`src/tc_geometry_pkg.sv`:
```
package tc_geometry_pkg;

   // Port field widths
   localparam int ADDR_SIZE  = 16;
   localparam int DATA_SIZE  = 32;
   localparam int WMASK_SIZE = 4;

   // Width of one write-mask lane
   localparam int BYTE_SIZE = DATA_SIZE / WMASK_SIZE;

   // Macro bank
   localparam int SELECT_SIZE = 4;
   localparam int MAX_CHIPS   = 2 ** SELECT_SIZE;

   // Behavioral macro only decodes the low address bits
   localparam int MACRO_ADDR_BITS = 8;
   localparam int MACRO_WORDS     = 2 ** MACRO_ADDR_BITS;

   // Command word layout
   //   port command = addr + din + csb + web + wmask
   //   command word = chip_sel + port0 + port1
   localparam int PORT_SIZE  = ADDR_SIZE + DATA_SIZE + 2 + WMASK_SIZE;
   localparam int TOTAL_SIZE = SELECT_SIZE + 2 * PORT_SIZE;

   // Sanity values
   //   PORT_SIZE  = 54
   //   TOTAL_SIZE = 112
   //   MAX_CHIPS  = 16
   //   MACRO_WORDS = 256

endpackage

```
`src/tc_cmd_pkg.sv`:
```
package tc_cmd_pkg;

   // One port's command, most significant field first
   typedef struct packed {
      logic [tc_geometry_pkg::ADDR_SIZE-1:0]  addr;
      logic [tc_geometry_pkg::DATA_SIZE-1:0]  din;
      // Active-low chip enable
      logic                                   csb;
      // Active-low write enable
      logic                                   web;
      // One bit per byte lane
      logic [tc_geometry_pkg::WMASK_SIZE-1:0] wmask;
   } port_cmd_t;

   // Full command register
   // Bit 111 (top of chip_sel) is the bit presented on scan_out
   typedef struct packed {
      logic [tc_geometry_pkg::SELECT_SIZE-1:0] chip_sel;
      port_cmd_t                               port0;
      port_cmd_t                               port1;
   } cmd_word_t;

   // Read data from both ports of one macro
   typedef struct packed {
      logic [tc_geometry_pkg::DATA_SIZE-1:0] dout0;
      logic [tc_geometry_pkg::DATA_SIZE-1:0] dout1;
   } rd_pair_t;

   // Port command width cross-check
   //   $bits(port_cmd_t) == PORT_SIZE
   //   $bits(cmd_word_t) == TOTAL_SIZE
   //   $bits(rd_pair_t)  == 2 * DATA_SIZE

endpackage

```
`src/scan_cmd_reg.sv`:
```
`timescale 1ns/10ps

module scan_cmd_reg (
   input  logic                                  clk,
   input  logic                                  reset,
   input  logic                                  scan_en,
   input  logic                                  scan_in,
   input  logic                                  par_load,
   input  tc_cmd_pkg::cmd_word_t                 par_data,
   input  logic                                  capture,
   input  tc_cmd_pkg::rd_pair_t                  rd_sel,
   output tc_cmd_pkg::port_cmd_t                 port0,
   output tc_cmd_pkg::port_cmd_t                 port1,
   output logic [tc_geometry_pkg::MAX_CHIPS-1:0] csb0_vec,
   output logic [tc_geometry_pkg::MAX_CHIPS-1:0] csb1_vec,
   output logic                                  scan_out,
   output tc_cmd_pkg::cmd_word_t                 cmd
);

   tc_cmd_pkg::cmd_word_t                  cmd_q;
   logic [tc_geometry_pkg::TOTAL_SIZE-1:0] cmd_bits;
   logic [tc_geometry_pkg::TOTAL_SIZE-1:0] shifted;

   // Keeps every macro deselected from reset until the first command load.
   // The power-up value matches reset so nothing is selected before it.
   logic hold_q = 1'b1;

   // A command is being shifted or loaded this cycle
   logic loading;

   assign loading  = scan_en || par_load;
   assign cmd_bits = cmd_q;

   // Shift left, new bit enters at bit 0
   assign shifted = {cmd_bits[tc_geometry_pkg::TOTAL_SIZE-2:0], scan_in};

   // Priority: scan, then parallel load, then capture
   always_ff @(posedge clk) begin
      if (reset) begin
         cmd_q  <= '0;
         hold_q <= 1'b1;
      end else begin
         if (loading) begin
            hold_q <= 1'b0;
         end

         if (scan_en) begin
            cmd_q <= tc_cmd_pkg::cmd_word_t'(shifted);
         end else if (par_load) begin
            cmd_q <= par_data;
         end else if (capture) begin
            // Only the data fields take the read result
            cmd_q.port0.din <= rd_sel.dout0;
            cmd_q.port1.din <= rd_sel.dout1;
         end
      end
   end

   // Shared lines to every macro
   assign port0 = cmd_q.port0;
   assign port1 = cmd_q.port1;

   // One-cold select decode
   always_comb begin
      csb0_vec = '1;
      csb1_vec = '1;
      // A half-shifted command must never reach the memories
      if (!(hold_q || loading)) begin
         csb0_vec[cmd_q.chip_sel] = cmd_q.port0.csb;
         csb1_vec[cmd_q.chip_sel] = cmd_q.port1.csb;
      end
   end

   // Register contents straight out, no added delay
   assign scan_out = cmd_bits[tc_geometry_pkg::TOTAL_SIZE-1];
   assign cmd      = cmd_q;

   // Each select vector has at most one macro enabled
   a_one_cold_select : assert property (
      @(posedge clk) disable iff (reset)
      ($countones(~csb0_vec) <= 1) && ($countones(~csb1_vec) <= 1)
   ) else $error("scan_cmd_reg: illegal select vectors %h %h", csb0_vec, csb1_vec);

endmodule

```
`config.mk`:
```
export PLATFORM = sky130hd
export DESIGN_NAME = scan_cmd_reg
export DESIGN_NICKNAME = d
export VERILOG_FILES = /design/src/tc_geometry_pkg.sv /design/src/tc_cmd_pkg.sv /design/src/scan_cmd_reg.sv
export SDC_FILE = /design/constraint.sdc
export NUM_CORES = 1
export LEC_CHECK = 0
export BUFFER_PORTS_ARGS = -buffer_cell sky130_fd_sc_hd__buf_4
export CAP_MARGIN = 40
export CELL_PAD_IN_SITES_DETAIL_PLACEMENT = 1
export CELL_PAD_IN_SITES_GLOBAL_PLACEMENT = 1
export CORE_AREA = 10 10 163 165
export CTS_CLUSTER_SIZE = 20
export DETAILED_ROUTE_END_ITERATION = 10
export DIE_AREA = 0 0 173 175
export PLACE_DENSITY_LB_ADDON = 0.1
export SYNTH_ARGS = -nofsm -noshare
export SYNTH_HDL_FRONTEND = slang
export SYNTH_SLANG_ARGS = --single-unit
```
`constraint.sdc`:
```
create_clock -name clk -period 2.3 [get_ports clk]
set_input_delay 0.575 -clock clk [delete_from_list [all_inputs] [get_ports clk]]
set_output_delay 0.575 -clock clk [all_outputs]
set_load 0.01 [all_outputs]
```
# Word level (Yosys, flattened, before mapping)
# Cells that the tools add are included.
[word_totals]
inputBits = 182
register_bits = 113
out_inout_bits = 253
[op_classes]
order_cmp = 2
n_mux = 12
reduce_logical = 5
n_bitwise = 3
[op_table]
columns = ["cell", "n"]
rows = [
  ["32-bit two-way mux", 4],
  ["112-bit two-way mux", 1],
  ["16-bit two-way mux", 2],
  ["16-bit bitwise OR", 2],
  ["22-bit two-way mux", 1],
  ["20-bit two-way mux", 1],
  ["16-bit inverter", 1],
  ["6-bit two-way mux", 1],
  ["4-bit by 5-bit less-than comparator with 1-bit output (second input constant)", 1],
  ["1-bit demux with 4-bit select", 1],
  ["4-bit by 1-bit greater-or-equal comparator with 1-bit output (second input constant)", 1],
  ["3-bit nonzero test", 1],
  ["1-bit logical OR", 2],
  ["2-bit nonzero test", 1],
  ["1-bit logical AND", 1],
  ["1-bit two-way mux", 1],
]

# Logic depth before layout (Yosys ltp)
[logic_depth]
ltp_word = 7
ltp_mapped = 6
mapped_depth_nobuf = 3

# Worst setup path before layout
# OpenSTA, ideal clock, no wires.
[synth_timing]
path_type = "input to output"
from = "in par_load"
to = "out csb1_vec[13] (netlist name)"
n_path_buf = 2
slack_ns = -0.016
stages = 5
arrival_ns = 1.741
cell_sequence = "buf_6 > buf_6 > or4_4 > nor3b_2 > nand3_1"
[synth_between]
elab_chain_len = 3
[synth_lines]
columns = ["element", "line_no", "source"]
rows = [
  ["from (decl)", "scan_cmd_reg.sv:8", "input logic par_load,"],
  ["1-bit logical OR", "scan_cmd_reg.sv:31", "assign loading = scan_en || par_load;"],
  ["1-bit logical OR", "scan_cmd_reg.sv:68", "if (!(hold_q || loading)) begin"],
  ["16-bit two-way mux", "scan_cmd_reg.sv:68", ""],
  ["to (decl)", "scan_cmd_reg.sv:15", "output logic [tc_geometry_pkg::MAX_CHIPS-1:0] csb1_vec,"],
]
# No other way between the ends.

# Final worst setup path
[layout_timing]
from = "reg cmd[59] (netlist name)"
to = "out csb0_vec[15] (netlist name)"
[layout_between]
elab_chain_len = 2
[layout_lines]
columns = ["element", "line_no", "source"]
rows = [
  ["16-bit bitwise OR (no source line)", "-", ""],
  ["16-bit two-way mux", "scan_cmd_reg.sv:68", ""],
  ["to (decl)", "scan_cmd_reg.sv:14", "output logic [tc_geometry_pkg::MAX_CHIPS-1:0] csb0_vec,"],
]
# No other way between the ends.

==> results by group <==
Status
  • Outcome: finished with violations
  • Failing checks: setup timing

Setup path
  • Crit Path Max Fanout: 4
  • Startpoint Class: flop
  • CP Capture Type: output pin
  • Required @ worst endpoint: between 1.5 and 2 ns
  • Arr. time, crit path: 1.86 ns
  • Crit Path Category: reg2out

Logic synthesis
  • Post-synthesis mux area share: roughly 15%
  • Post-synthesis sequential area ratio: approximately 33%
  • Mapped Area: ~0.0069 mm2
  • Area contributors post-synth: dfxtp_1 (33%), buf_4 (12%), a32o_1 (9.3%)
  • Synth warn: 0
  • Simple-gate area share of the yosys netlist: 18.59%
  • Syn avg cell area: 9.300 um2
  • Syn Nets: approximately 920
  • Largest family of logic cells by synthesized area: simple AND/OR/NAND/NOR gates
  • Post-synthesis cell type count: 24
  • Adder-cell share of the synthesized area: 0%
  • Area share of the largest cell type after synthesis: 32.91%
  • Compound-Gate Fraction of Synth Area: 17.59%
  • Yosys top cell by area: dfxtp_1
  • Synth Register Bits: between 100 and 150
  • XOR/XNOR Fraction of Synth Area: 0%
  • Cells after synthesis: 739

Layout
  • Post-route cell area: between 0.01 and 0.015 mm2
  • Layout cell share with drive strength beyond 1: a little over half
  • Layout fillers: around 2700
  • Commonest cells after routing, fill and taps aside: buf_4 (428), dfxtp_1 (111), nor2b_1 (69)
  • Area Growth Syn to Fin: 52.49%
  • Final core utilization: 45.05%
  • Final #Nets: about 1200
  • Ant diodes: 0
  • Most common cell after layout, fill and taps aside: buf_4

Die
  • Rows: 56
  • Initial Util: between 20% and 30%
  • Die area: ~0.030 mm2
  • # IOs: about 440
  • Core ar.: about 0.023 mm2
  • Die width: 173 um
  • Die Ht: 175 um

Clocking
  • Clock slew at reported path FFs: ~0.050 ns
  • Max clock buf depth: 2
  • H-tree levels: 4
  • Root Buffer: clkbuf_16
  • CTS tree: yes
  • Num CTS Buffers: 17
  • CTS Sinks: 113
  • Hold Buf Count CTS: 0
  • Worst skew pair latency: approximately 0.42 ns

Placement
  • Placed Instance Area: 0.009712 mm2
  • Routability cong.: about 0.78
  • Place WS: -0.1267 ns
  • HPWL Detailed: 22770 um
  • PortBufs: 434

Power
  • Static leakage: about 5 nW
  • Power per cell area: between 600 and 700 mW/mm2
  • Flop pwr share: a little over a third
  • Clock power share: 42.1%
  • Pint: roughly 4.7 mW
  • Comb pwr share: a little under a quarter
  • Overall power: 6.479 mW
  • Max VDD drop: between 0.4 and 0.5 mV
  • Net Sw Frac: roughly 27%
  • P_sw: approximately 1.8 mW

Detailed routing
  • Iteration-0 DRC Markers: between 200 and 300
  • Drt pass-1 iters: 5
  • Routed WL: between 20000 and 30000 um
  • DRT antenna net count: 0
  • Via count: ~6600
  • Routed len/inst: between 20 and 25 um
  • Vias/cell: 4.817
  • DRC: 0

Global routing
  • Overflow after GRT: 0
  • Largest net degree at the start of global routing: between 100 and 150
  • Vias in the first global route: about 7000
  • First-pass GRT wire length: approximately 44000 um
  • Initial antenna violation count: 0
  • Gr usage total: between 15 and 20%

Timing
  • Final worst setup slack: -0.1360 ns
  • Post-layout min period: between 2 and 2.5 ns
  • Count of final setup violators: 29
  • Relative slew margins: between 50% and 60%
  • Max-slew violation count: 0
  • Setup TNS: -2.303 ns
  • Fmax: a little over 400 MHz
  • Clock skew: 0.008294 ns
  • Final Hold Fails: 0
  • Worst Max-Slew Pin Slew: just over 0.6 ns
  • RSZ-0062 raised after global routing: true
  • Final worst path period share: 105.9%

Hold path
  • Hold WC Path Type: in2reg

Run
  • Max-Cap Viols: 0
==> logic make-up (layout without fill, tap and decap cells) <==
logic type      count (synthesis)  count (layout)
flops                         113             113
simple gates                  230             230
compound gates                129             129
mux                            96              96
buf+inv                       171             491
==> path summary, 6_finish.rpt <==
path	start	cells after the start	endpoint	slack, ns
worst max-delay path	cmd[59]	5	csb0_vec[15]	-0.14
worst min-delay path	scan_in	3	cmd[0]	0.41
worst max register to register	cmd[108]	4	cmd[108]	1.04
worst min register to register	hold_q	1	hold_q	0.48
==> layer usage <==
| layer | track usage [%] | vias to the layer above | wire length [um] |
|---|---|---|---|
| li1 | - | 3132 | - |
| met1 | 19.40 | 3222 | 11410 |
| met2 | 33.87 | 266 | 15370 |
| met3 | 7.178 | 18 | 2426 |
| met4 | 4.671 | 0 | 322 |
| met5 | 0 | - | 0 |
==> timing repair <==
action                                 CTS  global route
setup endpoints to repair               32            31
pin swaps                                6             7
endpoints found under the hold margin    0             0
gates resized for setup                 26            16
buffers inserted                         0             2
==> final cells by class <==
cell class	count	area, um2	share of cell area, %
Clock buffer	21	470.5	4.489
Clock inverter	10	133.9	1.277
Multi-Input combinational cell	455	3577	34.13
Sequential cell	113	2265	21.61
Tap cell	319	399.1	3.808
Timing Repair Buffer	460	3635	34.68
==> registers in the layout (all words and copies together) (netlist names) <==
name and flops:
cmd 112, hold_q 1
==> per-stage QoR <==
| step | hold WS (ns) | std cells |
|---|---|---|
| final | 0.4072 | 1378 |
| after global routing | 0.4305 | 1378 |
| after CTS | 0.3955 | 1376 |
| after detailed placement | 0.4702 | 1345 |
| after global placement | 0.4572 | 1344 |
| after floorplan | 0.4419 | 739 |
==> synth_stat cells <==
cell / count
nor2_2: 1
or4_4: 1
buf_1: 3
nand3_1: 8
a211o_1: 64
buf_4: 114
nand2_1: 26
mux2_2: 48
nor2_1: 53
nor3_2: 2
dfxtp_1: 113
nor3b_2: 1
buf_2: 15
nor3_1: 1
nor2b_1: 70
nand2b_1: 64
clkbuf_1: 37
a32o_1: 64
mux2i_1: 48
buf_6: 2
nor3b_4: 1
a21o_1: 1
nor4_4: 1
or4_1: 1
==> worst max-delay path, cell delays in order (launching register included) <==
cell and delay [ns]:
dfxtp_2 0.32, or4_4 0.56, buf_6 0.15, nor2_4 0.15, nand3_1 0.11, buf_6 0.16
==> power by group through the flow <==
stage	registers, mW	logic [mW]	clock network [mW]
6_report	2.27	1.48	2.73
5_1_grt	2.30	1.60	2.90
4_1_cts	2.28	1.50	2.79
3_5_place_dp	2.32	1.49	0
3_3_place_gp	2.32	1.47	0
2_1_floorplan	2.31	0.801	0
No activity file was read; power rests on OpenSTA's default activity.
