`config.mk`:
```
export PLATFORM = sky130hd
export DESIGN_NAME = read_select
export DESIGN_NICKNAME = d
export VERILOG_FILES = /design/src/tc_geometry_pkg.sv /design/src/tc_cmd_pkg.sv /design/src/read_select.sv
export SDC_FILE = /design/constraint.sdc
export NUM_CORES = 1
export LEC_CHECK = 0
export ABC_AREA = 1
export ABC_CLOCK_PERIOD_IN_PS = 1860
export BUFFER_PORTS_ARGS = -buffer_cell sky130_fd_sc_hd__buf_4
export CAP_MARGIN = 15
export CORE_AREA = 2 2 440 442
export DETAILED_ROUTE_END_ITERATION = 8
export DIE_AREA = 0 0 442 444
export SYNTH_ARGS = -nofsm -noshare
export SYNTH_HDL_FRONTEND = slang
export SYNTH_SLANG_ARGS = --single-unit
export TNS_END_PERCENT = 100
```
`constraint.sdc`:
```
create_clock -name clk -period 1.86 [get_ports clk]
set_input_delay 0.093 -clock clk [delete_from_list [all_inputs] [get_ports clk]]
set_output_delay 0.093 -clock clk [all_outputs]
set_load 0.005 [all_outputs]
```
`src/tc_geometry_pkg.sv`:
```
package tc_geometry_pkg;

   // Port field widths
   localparam int ADDR_SIZE  = 16;
   localparam int DATA_SIZE  = 32;
   localparam int WMASK_SIZE = 4;

   // Width of one write-mask lane
   localparam int BYTE_SIZE = DATA_SIZE / WMASK_SIZE;

   // Macro bank
   localparam int SELECT_SIZE = 4;
   localparam int MAX_CHIPS   = 2 ** SELECT_SIZE;

   // Behavioral macro only decodes the low address bits
   localparam int MACRO_ADDR_BITS = 8;
   localparam int MACRO_WORDS     = 2 ** MACRO_ADDR_BITS;

   // Command word layout
   //   port command = addr + din + csb + web + wmask
   //   command word = chip_sel + port0 + port1
   localparam int PORT_SIZE  = ADDR_SIZE + DATA_SIZE + 2 + WMASK_SIZE;
   localparam int TOTAL_SIZE = SELECT_SIZE + 2 * PORT_SIZE;

   // Sanity values
   //   PORT_SIZE  = 54
   //   TOTAL_SIZE = 112
   //   MAX_CHIPS  = 16
   //   MACRO_WORDS = 256

endpackage

```
`src/tc_cmd_pkg.sv`:
```
package tc_cmd_pkg;

   // One port's command, most significant field first
   typedef struct packed {
      logic [tc_geometry_pkg::ADDR_SIZE-1:0]  addr;
      logic [tc_geometry_pkg::DATA_SIZE-1:0]  din;
      // Active-low chip enable
      logic                                   csb;
      // Active-low write enable
      logic                                   web;
      // One bit per byte lane
      logic [tc_geometry_pkg::WMASK_SIZE-1:0] wmask;
   } port_cmd_t;

   // Full command register
   // Bit 111 (top of chip_sel) is the bit presented on scan_out
   typedef struct packed {
      logic [tc_geometry_pkg::SELECT_SIZE-1:0] chip_sel;
      port_cmd_t                               port0;
      port_cmd_t                               port1;
   } cmd_word_t;

   // Read data from both ports of one macro
   typedef struct packed {
      logic [tc_geometry_pkg::DATA_SIZE-1:0] dout0;
      logic [tc_geometry_pkg::DATA_SIZE-1:0] dout1;
   } rd_pair_t;

   // Port command width cross-check
   //   $bits(port_cmd_t) == PORT_SIZE
   //   $bits(cmd_word_t) == TOTAL_SIZE
   //   $bits(rd_pair_t)  == 2 * DATA_SIZE

endpackage

```
`src/read_select.sv`:
```
`timescale 1ns/10ps

module read_select (
   input  logic                                  clk,
   input  logic                                  reset,
   input  logic [tc_geometry_pkg::MAX_CHIPS-1:0] csb0_vec,
   input  logic [tc_geometry_pkg::MAX_CHIPS-1:0] csb1_vec,
   input  tc_cmd_pkg::rd_pair_t                  rd_all [tc_geometry_pkg::MAX_CHIPS],
   output tc_cmd_pkg::rd_pair_t                  rd_sel
);

   logic                                    hit;
   logic [tc_geometry_pkg::SELECT_SIZE-1:0] hit_idx;
   logic [tc_geometry_pkg::SELECT_SIZE-1:0] idx_q;

   // Encode whichever chip is selected on either port
   always_comb begin
      hit     = 1'b0;
      hit_idx = '0;
      for (int i = 0; i < tc_geometry_pkg::MAX_CHIPS; i++) begin
         if (!csb0_vec[i] || !csb1_vec[i]) begin
            hit     = 1'b1;
            hit_idx = (tc_geometry_pkg::SELECT_SIZE)'(i);
         end
      end
   end

   // Remember the macro that was actually accessed
   always_ff @(posedge clk) begin
      if (reset) begin
         idx_q <= '0;
      end else if (hit) begin
         idx_q <= hit_idx;
      end
   end

   // Later chip_sel changes do not move this
   assign rd_sel = rd_all[idx_q];

   // Both ports active means they point at the same macro
   a_same_chip : assert property (
      @(posedge clk) disable iff (reset)
      (!(&csb0_vec) && !(&csb1_vec)) |-> (csb0_vec == csb1_vec)
   ) else $error("read_select: ports select different chips %h %h", csb0_vec, csb1_vec);

endmodule

```
Word level (Yosys, flattened, before mapping)

Cells that the tools add are included.

Input bits: 1058
Logic and storage cells: 85
Output and inout port bits: 64
Register bits after elaboration: 4

Mux-type cells: 34
Bitwise operators: 1
Order comparisons: 1
Reductions and logical operators: 48

Operator list:

| kind                                       | number |
|---|---|
| 64-bit binary-select mux with 4-bit select | 1 |
| 64-bit two-way mux                         | 2 |
| 4-bit two-way mux                          | 14 |
| 1-bit zero test                            | 32 |
| 1-bit two-way mux                          | 17 |
| 1-bit logical OR                           | 16 |
| 5-bit >= comparator, second input constant | 1 |
| 4-bit NOT with 5-bit output                | 1 |

Depth between registers and ports, before layout

Depth in word-level cells: 18
Depth in mapped cells: 16

Worst setup path after synthesis

Ideal clock, no wire load.

Path type: register -> output
Start point: register idx_q[0] in the netlist's numbering
End point: output rd_sel[48] in the netlist's numbering
Data arrival time: 1.276 ns
Slack: 0.491 ns
Stages on the path, launching flop included: 8
Required time: 1.767 ns
Path through: dfxtp_1 -> buf_6 -> buf_6 -> buf_6 -> mux2i_1 -> o21ai_1 -> o211ai_1 -> nand2_1

RTL lines:

| what                   | line              | RTL |
|---|---|---|
| from (decl)            | read_select.sv:14 | `logic [tc_geometry_pkg::SELECT_SIZE-1:0] idx_q;` |
| from (signal assigned) | read_select.sv:33 | `idx_q <= hit_idx;` |
| to (decl)              | read_select.sv:9  | `output tc_cmd_pkg::rd_pair_t rd_sel` |

==> flow_summary.html <==
<table>
<tr><th>Metric</th><th>Value</th></tr>
<tr><th colspan="2">Worst setup path</th></tr>
<tr><td>Worst endpoint data arrival time</td><td>~2500 ps</td></tr>
<tr><td>Slowest library cell on the worst path</td><td>o211ai_1</td></tr>
<tr><td>Setup CP Type</td><td>register to output pin</td></tr>
<tr><td>Critical path capture point type</td><td>output pin</td></tr>
<tr><td>Type of element launching the critical path</td><td>register</td></tr>
<tr><td>CP cell instances</td><td>buf_6 &gt; buf_16 &gt; buf_12 &gt; buf_12 &gt; mux2i_1 &gt; o211ai_1 &gt; nand3_2 &gt; nand2_2 &gt; buf_6</td></tr>
<tr><td>Largest stage delay on the critical path</td><td>650 ps</td></tr>
<tr><td>Crit path required time</td><td>around 1800 ps</td></tr>
<tr><td>Buffers and inverters on the worst path</td><td>5</td></tr>
<tr><td>Maximum net fanout on the critical path</td><td>4</td></tr>
<tr><td>Largest delay share family, worst path</td><td>buffers and inverters</td></tr>
<tr><th colspan="2">Die</th></tr>
<tr><td>Die footprint</td><td>196,000 um^2</td></tr>
<tr><td>Number of primary I/O pins</td><td>1,122</td></tr>
<tr><td>Starting density of the core</td><td>5.39%</td></tr>
<tr><td>Vertical die dimension</td><td>444 um</td></tr>
<tr><td>Cell Rows</td><td>approximately 160</td></tr>
<tr><td>Width of the die</td><td>442 um</td></tr>
<tr><td>Core Box Area</td><td>approximately 190,000 um^2</td></tr>
<tr><th colspan="2">Power and ir drop</th></tr>
<tr><td>Peak supply drop</td><td>about 0.00020 V</td></tr>
<tr><td>Post-route total power</td><td>8.94 mW</td></tr>
<tr><td>Power density relative to cell area</td><td>~320 nW/um^2</td></tr>
<tr><td>Leakage Power</td><td>between 10 and 15 nW</td></tr>
<tr><th colspan="2">Clocking</th></tr>
<tr><td>Clock tree from TritonCTS</td><td>yes</td></tr>
<tr><td>Longest Clk Path Bufs</td><td>2</td></tr>
<tr><td>Clock insertion delay at the later pin of the skew report</td><td>around 230 ps</td></tr>
<tr><td>Clock sink count</td><td>4</td></tr>
<tr><td>Root Buffer Master</td><td>clkbuf_16</td></tr>
<tr><td>Total clock buffers created by CTS</td><td>3</td></tr>
<tr><td>Clock slew seen by the registers of the worst setup and hold paths</td><td>around 40 ps</td></tr>
<tr><td>Depth of the CTS H-tree</td><td>1</td></tr>
<tr><th colspan="2">STA</th></tr>
<tr><td>Slew headroom</td><td>47.0%</td></tr>
<tr><td>Post-route clock skew</td><td>0 ps</td></tr>
<tr><td>Unrepaired setup endpoints after global routing</td><td>yes</td></tr>
<tr><td>Fin Hold WS</td><td>35.9 ps</td></tr>
<tr><td>Final period utilization</td><td>141%</td></tr>
<tr><td>Number of max-slew violations in the final report</td><td>0</td></tr>
<tr><td>Peak clock frequency supported by timing</td><td>0.381 GHz</td></tr>
<tr><td>Slack of the critical path</td><td>-762 ps</td></tr>
<tr><td>Minimum period implied by the final worst setup slack</td><td>2620 ps</td></tr>
<tr><td>Final hold viol count</td><td>0</td></tr>
<tr><td>Finish-stage setup viols</td><td>64</td></tr>
<tr><td>Pin slew with the least headroom to its limit</td><td>791 ps</td></tr>
<tr><td>Final TNS setup</td><td>-30,160 ps</td></tr>
<tr><th colspan="2">Placed design</th></tr>
<tr><td>Port bufs</td><td>1,121</td></tr>
<tr><td>Final weighted congestion in routability-driven placement</td><td>0.992</td></tr>
<tr><td>Detailed placer's ending HPWL</td><td>~150 mm</td></tr>
<tr><th colspan="2">Synth</th></tr>
<tr><td>Area contributors post-synth</td><td>mux2i_1 (25%), o211ai_1 (19%), a21oi_1 (13%)</td></tr>
<tr><td>Yosys reg bits</td><td>4</td></tr>
<tr><td>Dominant combinational cell family by area after synthesis</td><td>compound AO/OA/AOI/OAI gates</td></tr>
<tr><td>Synthesized-area fraction occupied by adder cells</td><td>0%</td></tr>
<tr><td>Cell count after synthesis</td><td>1,735</td></tr>
<tr><td>Xor-xnor portion of the synthesized cell area</td><td>0%</td></tr>
<tr><td>Fraction of synthesized area in multiplexers</td><td>24.8%</td></tr>
<tr><td>Yosys warning count</td><td>0</td></tr>
<tr><td>Number of synthesized flops with an enable pin</td><td>0</td></tr>
<tr><td>Sequential share of the synthesized area</td><td>less than 1%</td></tr>
<tr><td>Syn Nets</td><td>2,793</td></tr>
<tr><td>Syn_area_per_cell</td><td>about 6.0 um^2</td></tr>
<tr><td>Number of distinct library cells after synthesis</td><td>21</td></tr>
<tr><td>Fraction of the mapped netlist area in compound gates</td><td>46.5%</td></tr>
<tr><td>Cell with the most instances after synthesis</td><td>inv_1</td></tr>
<tr><td>Synth top cells by count</td><td>inv_1 (271), a21oi_1 (259), mux2i_1 (256), o211ai_1 (256), o21ai_1 (183)</td></tr>
<tr><td>Simple-gate share of the synthesized area</td><td>between 7 and 8%</td></tr>
<tr><td>Share of the synthesized area in the top cell type</td><td>24.8%</td></tr>
<tr><td>Fraction of synthesis flops using an asynchronous set or reset pin</td><td>0%</td></tr>
<tr><td>Synthesized cell area</td><td>10,300 um^2</td></tr>
<tr><td>Top flip-flop cell by instance count after synthesis</td><td>dfxtp_1</td></tr>
<tr><td>Post-synth top area cell</td><td>mux2i_1</td></tr>
<tr><th colspan="2">Global routing</th></tr>
<tr><td>Gr usage total</td><td>16.3%</td></tr>
<tr><td>First-pass GRT wire length</td><td>208 mm</td></tr>
<tr><td>GRT overflow</td><td>0</td></tr>
<tr><td>Initial antenna violation count</td><td>129</td></tr>
<tr><td>Vias in the first global route</td><td>about 20,000</td></tr>
<tr><td>Maximum number of pins on one net before global-route repair</td><td>39</td></tr>
<tr><th colspan="2">Route</th></tr>
<tr><td>Average vias per placed instance</td><td>3.61</td></tr>
<tr><td>Starting DRC count in detailed routing</td><td>1,914</td></tr>
<tr><td>Vias after detailed routing</td><td>20,500</td></tr>
<tr><td>1st-pass router iterations</td><td>6</td></tr>
<tr><td>Final antenna-violating net count</td><td>0</td></tr>
<tr><td>Drt drc</td><td>0</td></tr>
<tr><td>WL/cell</td><td>between 30 and 40 um</td></tr>
<tr><td>Final routed wirelength across all metal layers</td><td>170 mm</td></tr>
<tr><th colspan="2">Cells and area</th></tr>
<tr><td>Top reg by flops</td><td>idx_q</td></tr>
<tr><td>Syn-to-layout area delta</td><td>174%</td></tr>
<tr><td>Leading registers by flop count</td><td>idx_q: 4 flops</td></tr>
<tr><td>Flip-flop count of the largest register, all copies and words added</td><td>4</td></tr>
<tr><td>Final Net Count</td><td>4,162</td></tr>
<tr><td>Share of cells above drive strength 1</td><td>58.3%</td></tr>
<tr><td>Filler instances</td><td>22,000</td></tr>
<tr><th colspan="2">Run</th></tr>
<tr><td>Max-cap violations</td><td>0</td></tr>
<tr><th colspan="2">Worst hold path</th></tr>
<tr><td>Path category of the worst min-delay check</td><td>primary input to register</td></tr>
<tr><th colspan="2">Outcome</th></tr>
<tr><td>Violated checks</td><td>negative setup slack</td></tr>
<tr><td>Result of the run</td><td>complete, but fails checks</td></tr>
</table>
-- where the power goes --
| part | switching (mW) | internal, mW | total, mW |
|---|---|---|---|
| clock | 0.0820 | 0.277 | 0.359 |
| combinational | 4.11 | 4.36 | 8.47 |
| sequential | 0.0209 | 0.0902 | 0.111 |
| total | 4.21 | 4.73 | 8.94 |
-- placed cells by master (no fill, tap or decap), types with 14 or more instances in the layout --
cell and count:
a21oi_1 199, a21oi_2 51, buf_12 84, buf_16 21
buf_4 1266, buf_6 132, buf_8 30, clkbuf_16 14
diode_2 44, inv_1 271, mux2i_1 198, mux2i_2 21
mux2i_4 37, nand2_1 52, nand2_2 28, nand2_4 23
nand3_1 40, nand3_2 23, o211ai_1 256, o21ai_0 85
o21ai_1 180, o21ai_2 36
-- worst reg2reg max path, cell delays in order, from the launching register on --
cell	delay [ps]
dfxtp_4	390
buf_12	160
buf_12	140
buf_4	140
o21ai_1	130
a21oi_1	60
buf_4	120
-- stage by stage --
| step | setup WS (ps) | utilization [%] | area (um^2) | std cells |
|---|---|---|---|---|
| after floorplan | 491 | - | 10300 | 1735 |
| after global placement | -967 | 12.5 | 23900 | 5507 |
| after detailed placement | -932 | 12.5 | 23900 | 5507 |
| after CTS | -713 | 14.2 | 27100 | 5603 |
| after global routing | -678 | 14.8 | 28300 | 5649 |
| final | -762 | 14.8 | 28300 | 5672 |
-- path summary, 6_finish.rpt --
path	startpoint	to	slack, ps	cells past startpoint
hold / removal	reset	idx_q[3]	40	2
setup reg to reg	idx_q[0]	idx_q[0]	620	6
hold reg to reg	idx_q[3]	idx_q[3]	570	2
setup / recovery	idx_q[0]	rd_sel[28]	-760	9
-- logic make-up (layout without fill, tap and decap cells) --
kind of cell | count (synthesis) | count (layout)
compound gates | 831 | 831
buf+inv | 458 | 1825
mux | 256 | 256
simple gates | 186 | 186
flops | 4 | 4
other cells | 0 | 44
-- area by class of cell --
class	count	area, um^2	share of cell area [%]
repair buffers	1547	14100	49.7
inverters	275	1040	3.69
clock buffers	3	75.1	0.265
flip-flops and latches	4	95.1	0.336
diodes	44	110	0.389
multi-input cells	1273	9760	34.5
well taps	2526	3160	11.2
-- what timing repair did --
action                                 4_1_cts  5_1_grt
setup buffers                               88       47
endpoints found under the hold margin        0        0
pin swaps                                  122      147
resized for setup                          463      254
gates cloned                                20        8
hold buffers                                 0        0
setup endpoints to repair                   64       64
-- routing by layer --
metal | vias up | track usage [%] | routed length, um
li1 | 9015 | - | -
met1 | 9883 | 19.9 | 67500
met4 | 44 | 4.72 | 6360
met5 | - | 0 | 295
met2 | 1242 | 28.9 | 84200
met3 | 271 | 2.96 | 12000
Note: power is estimated with default switching activity, not from simulation.
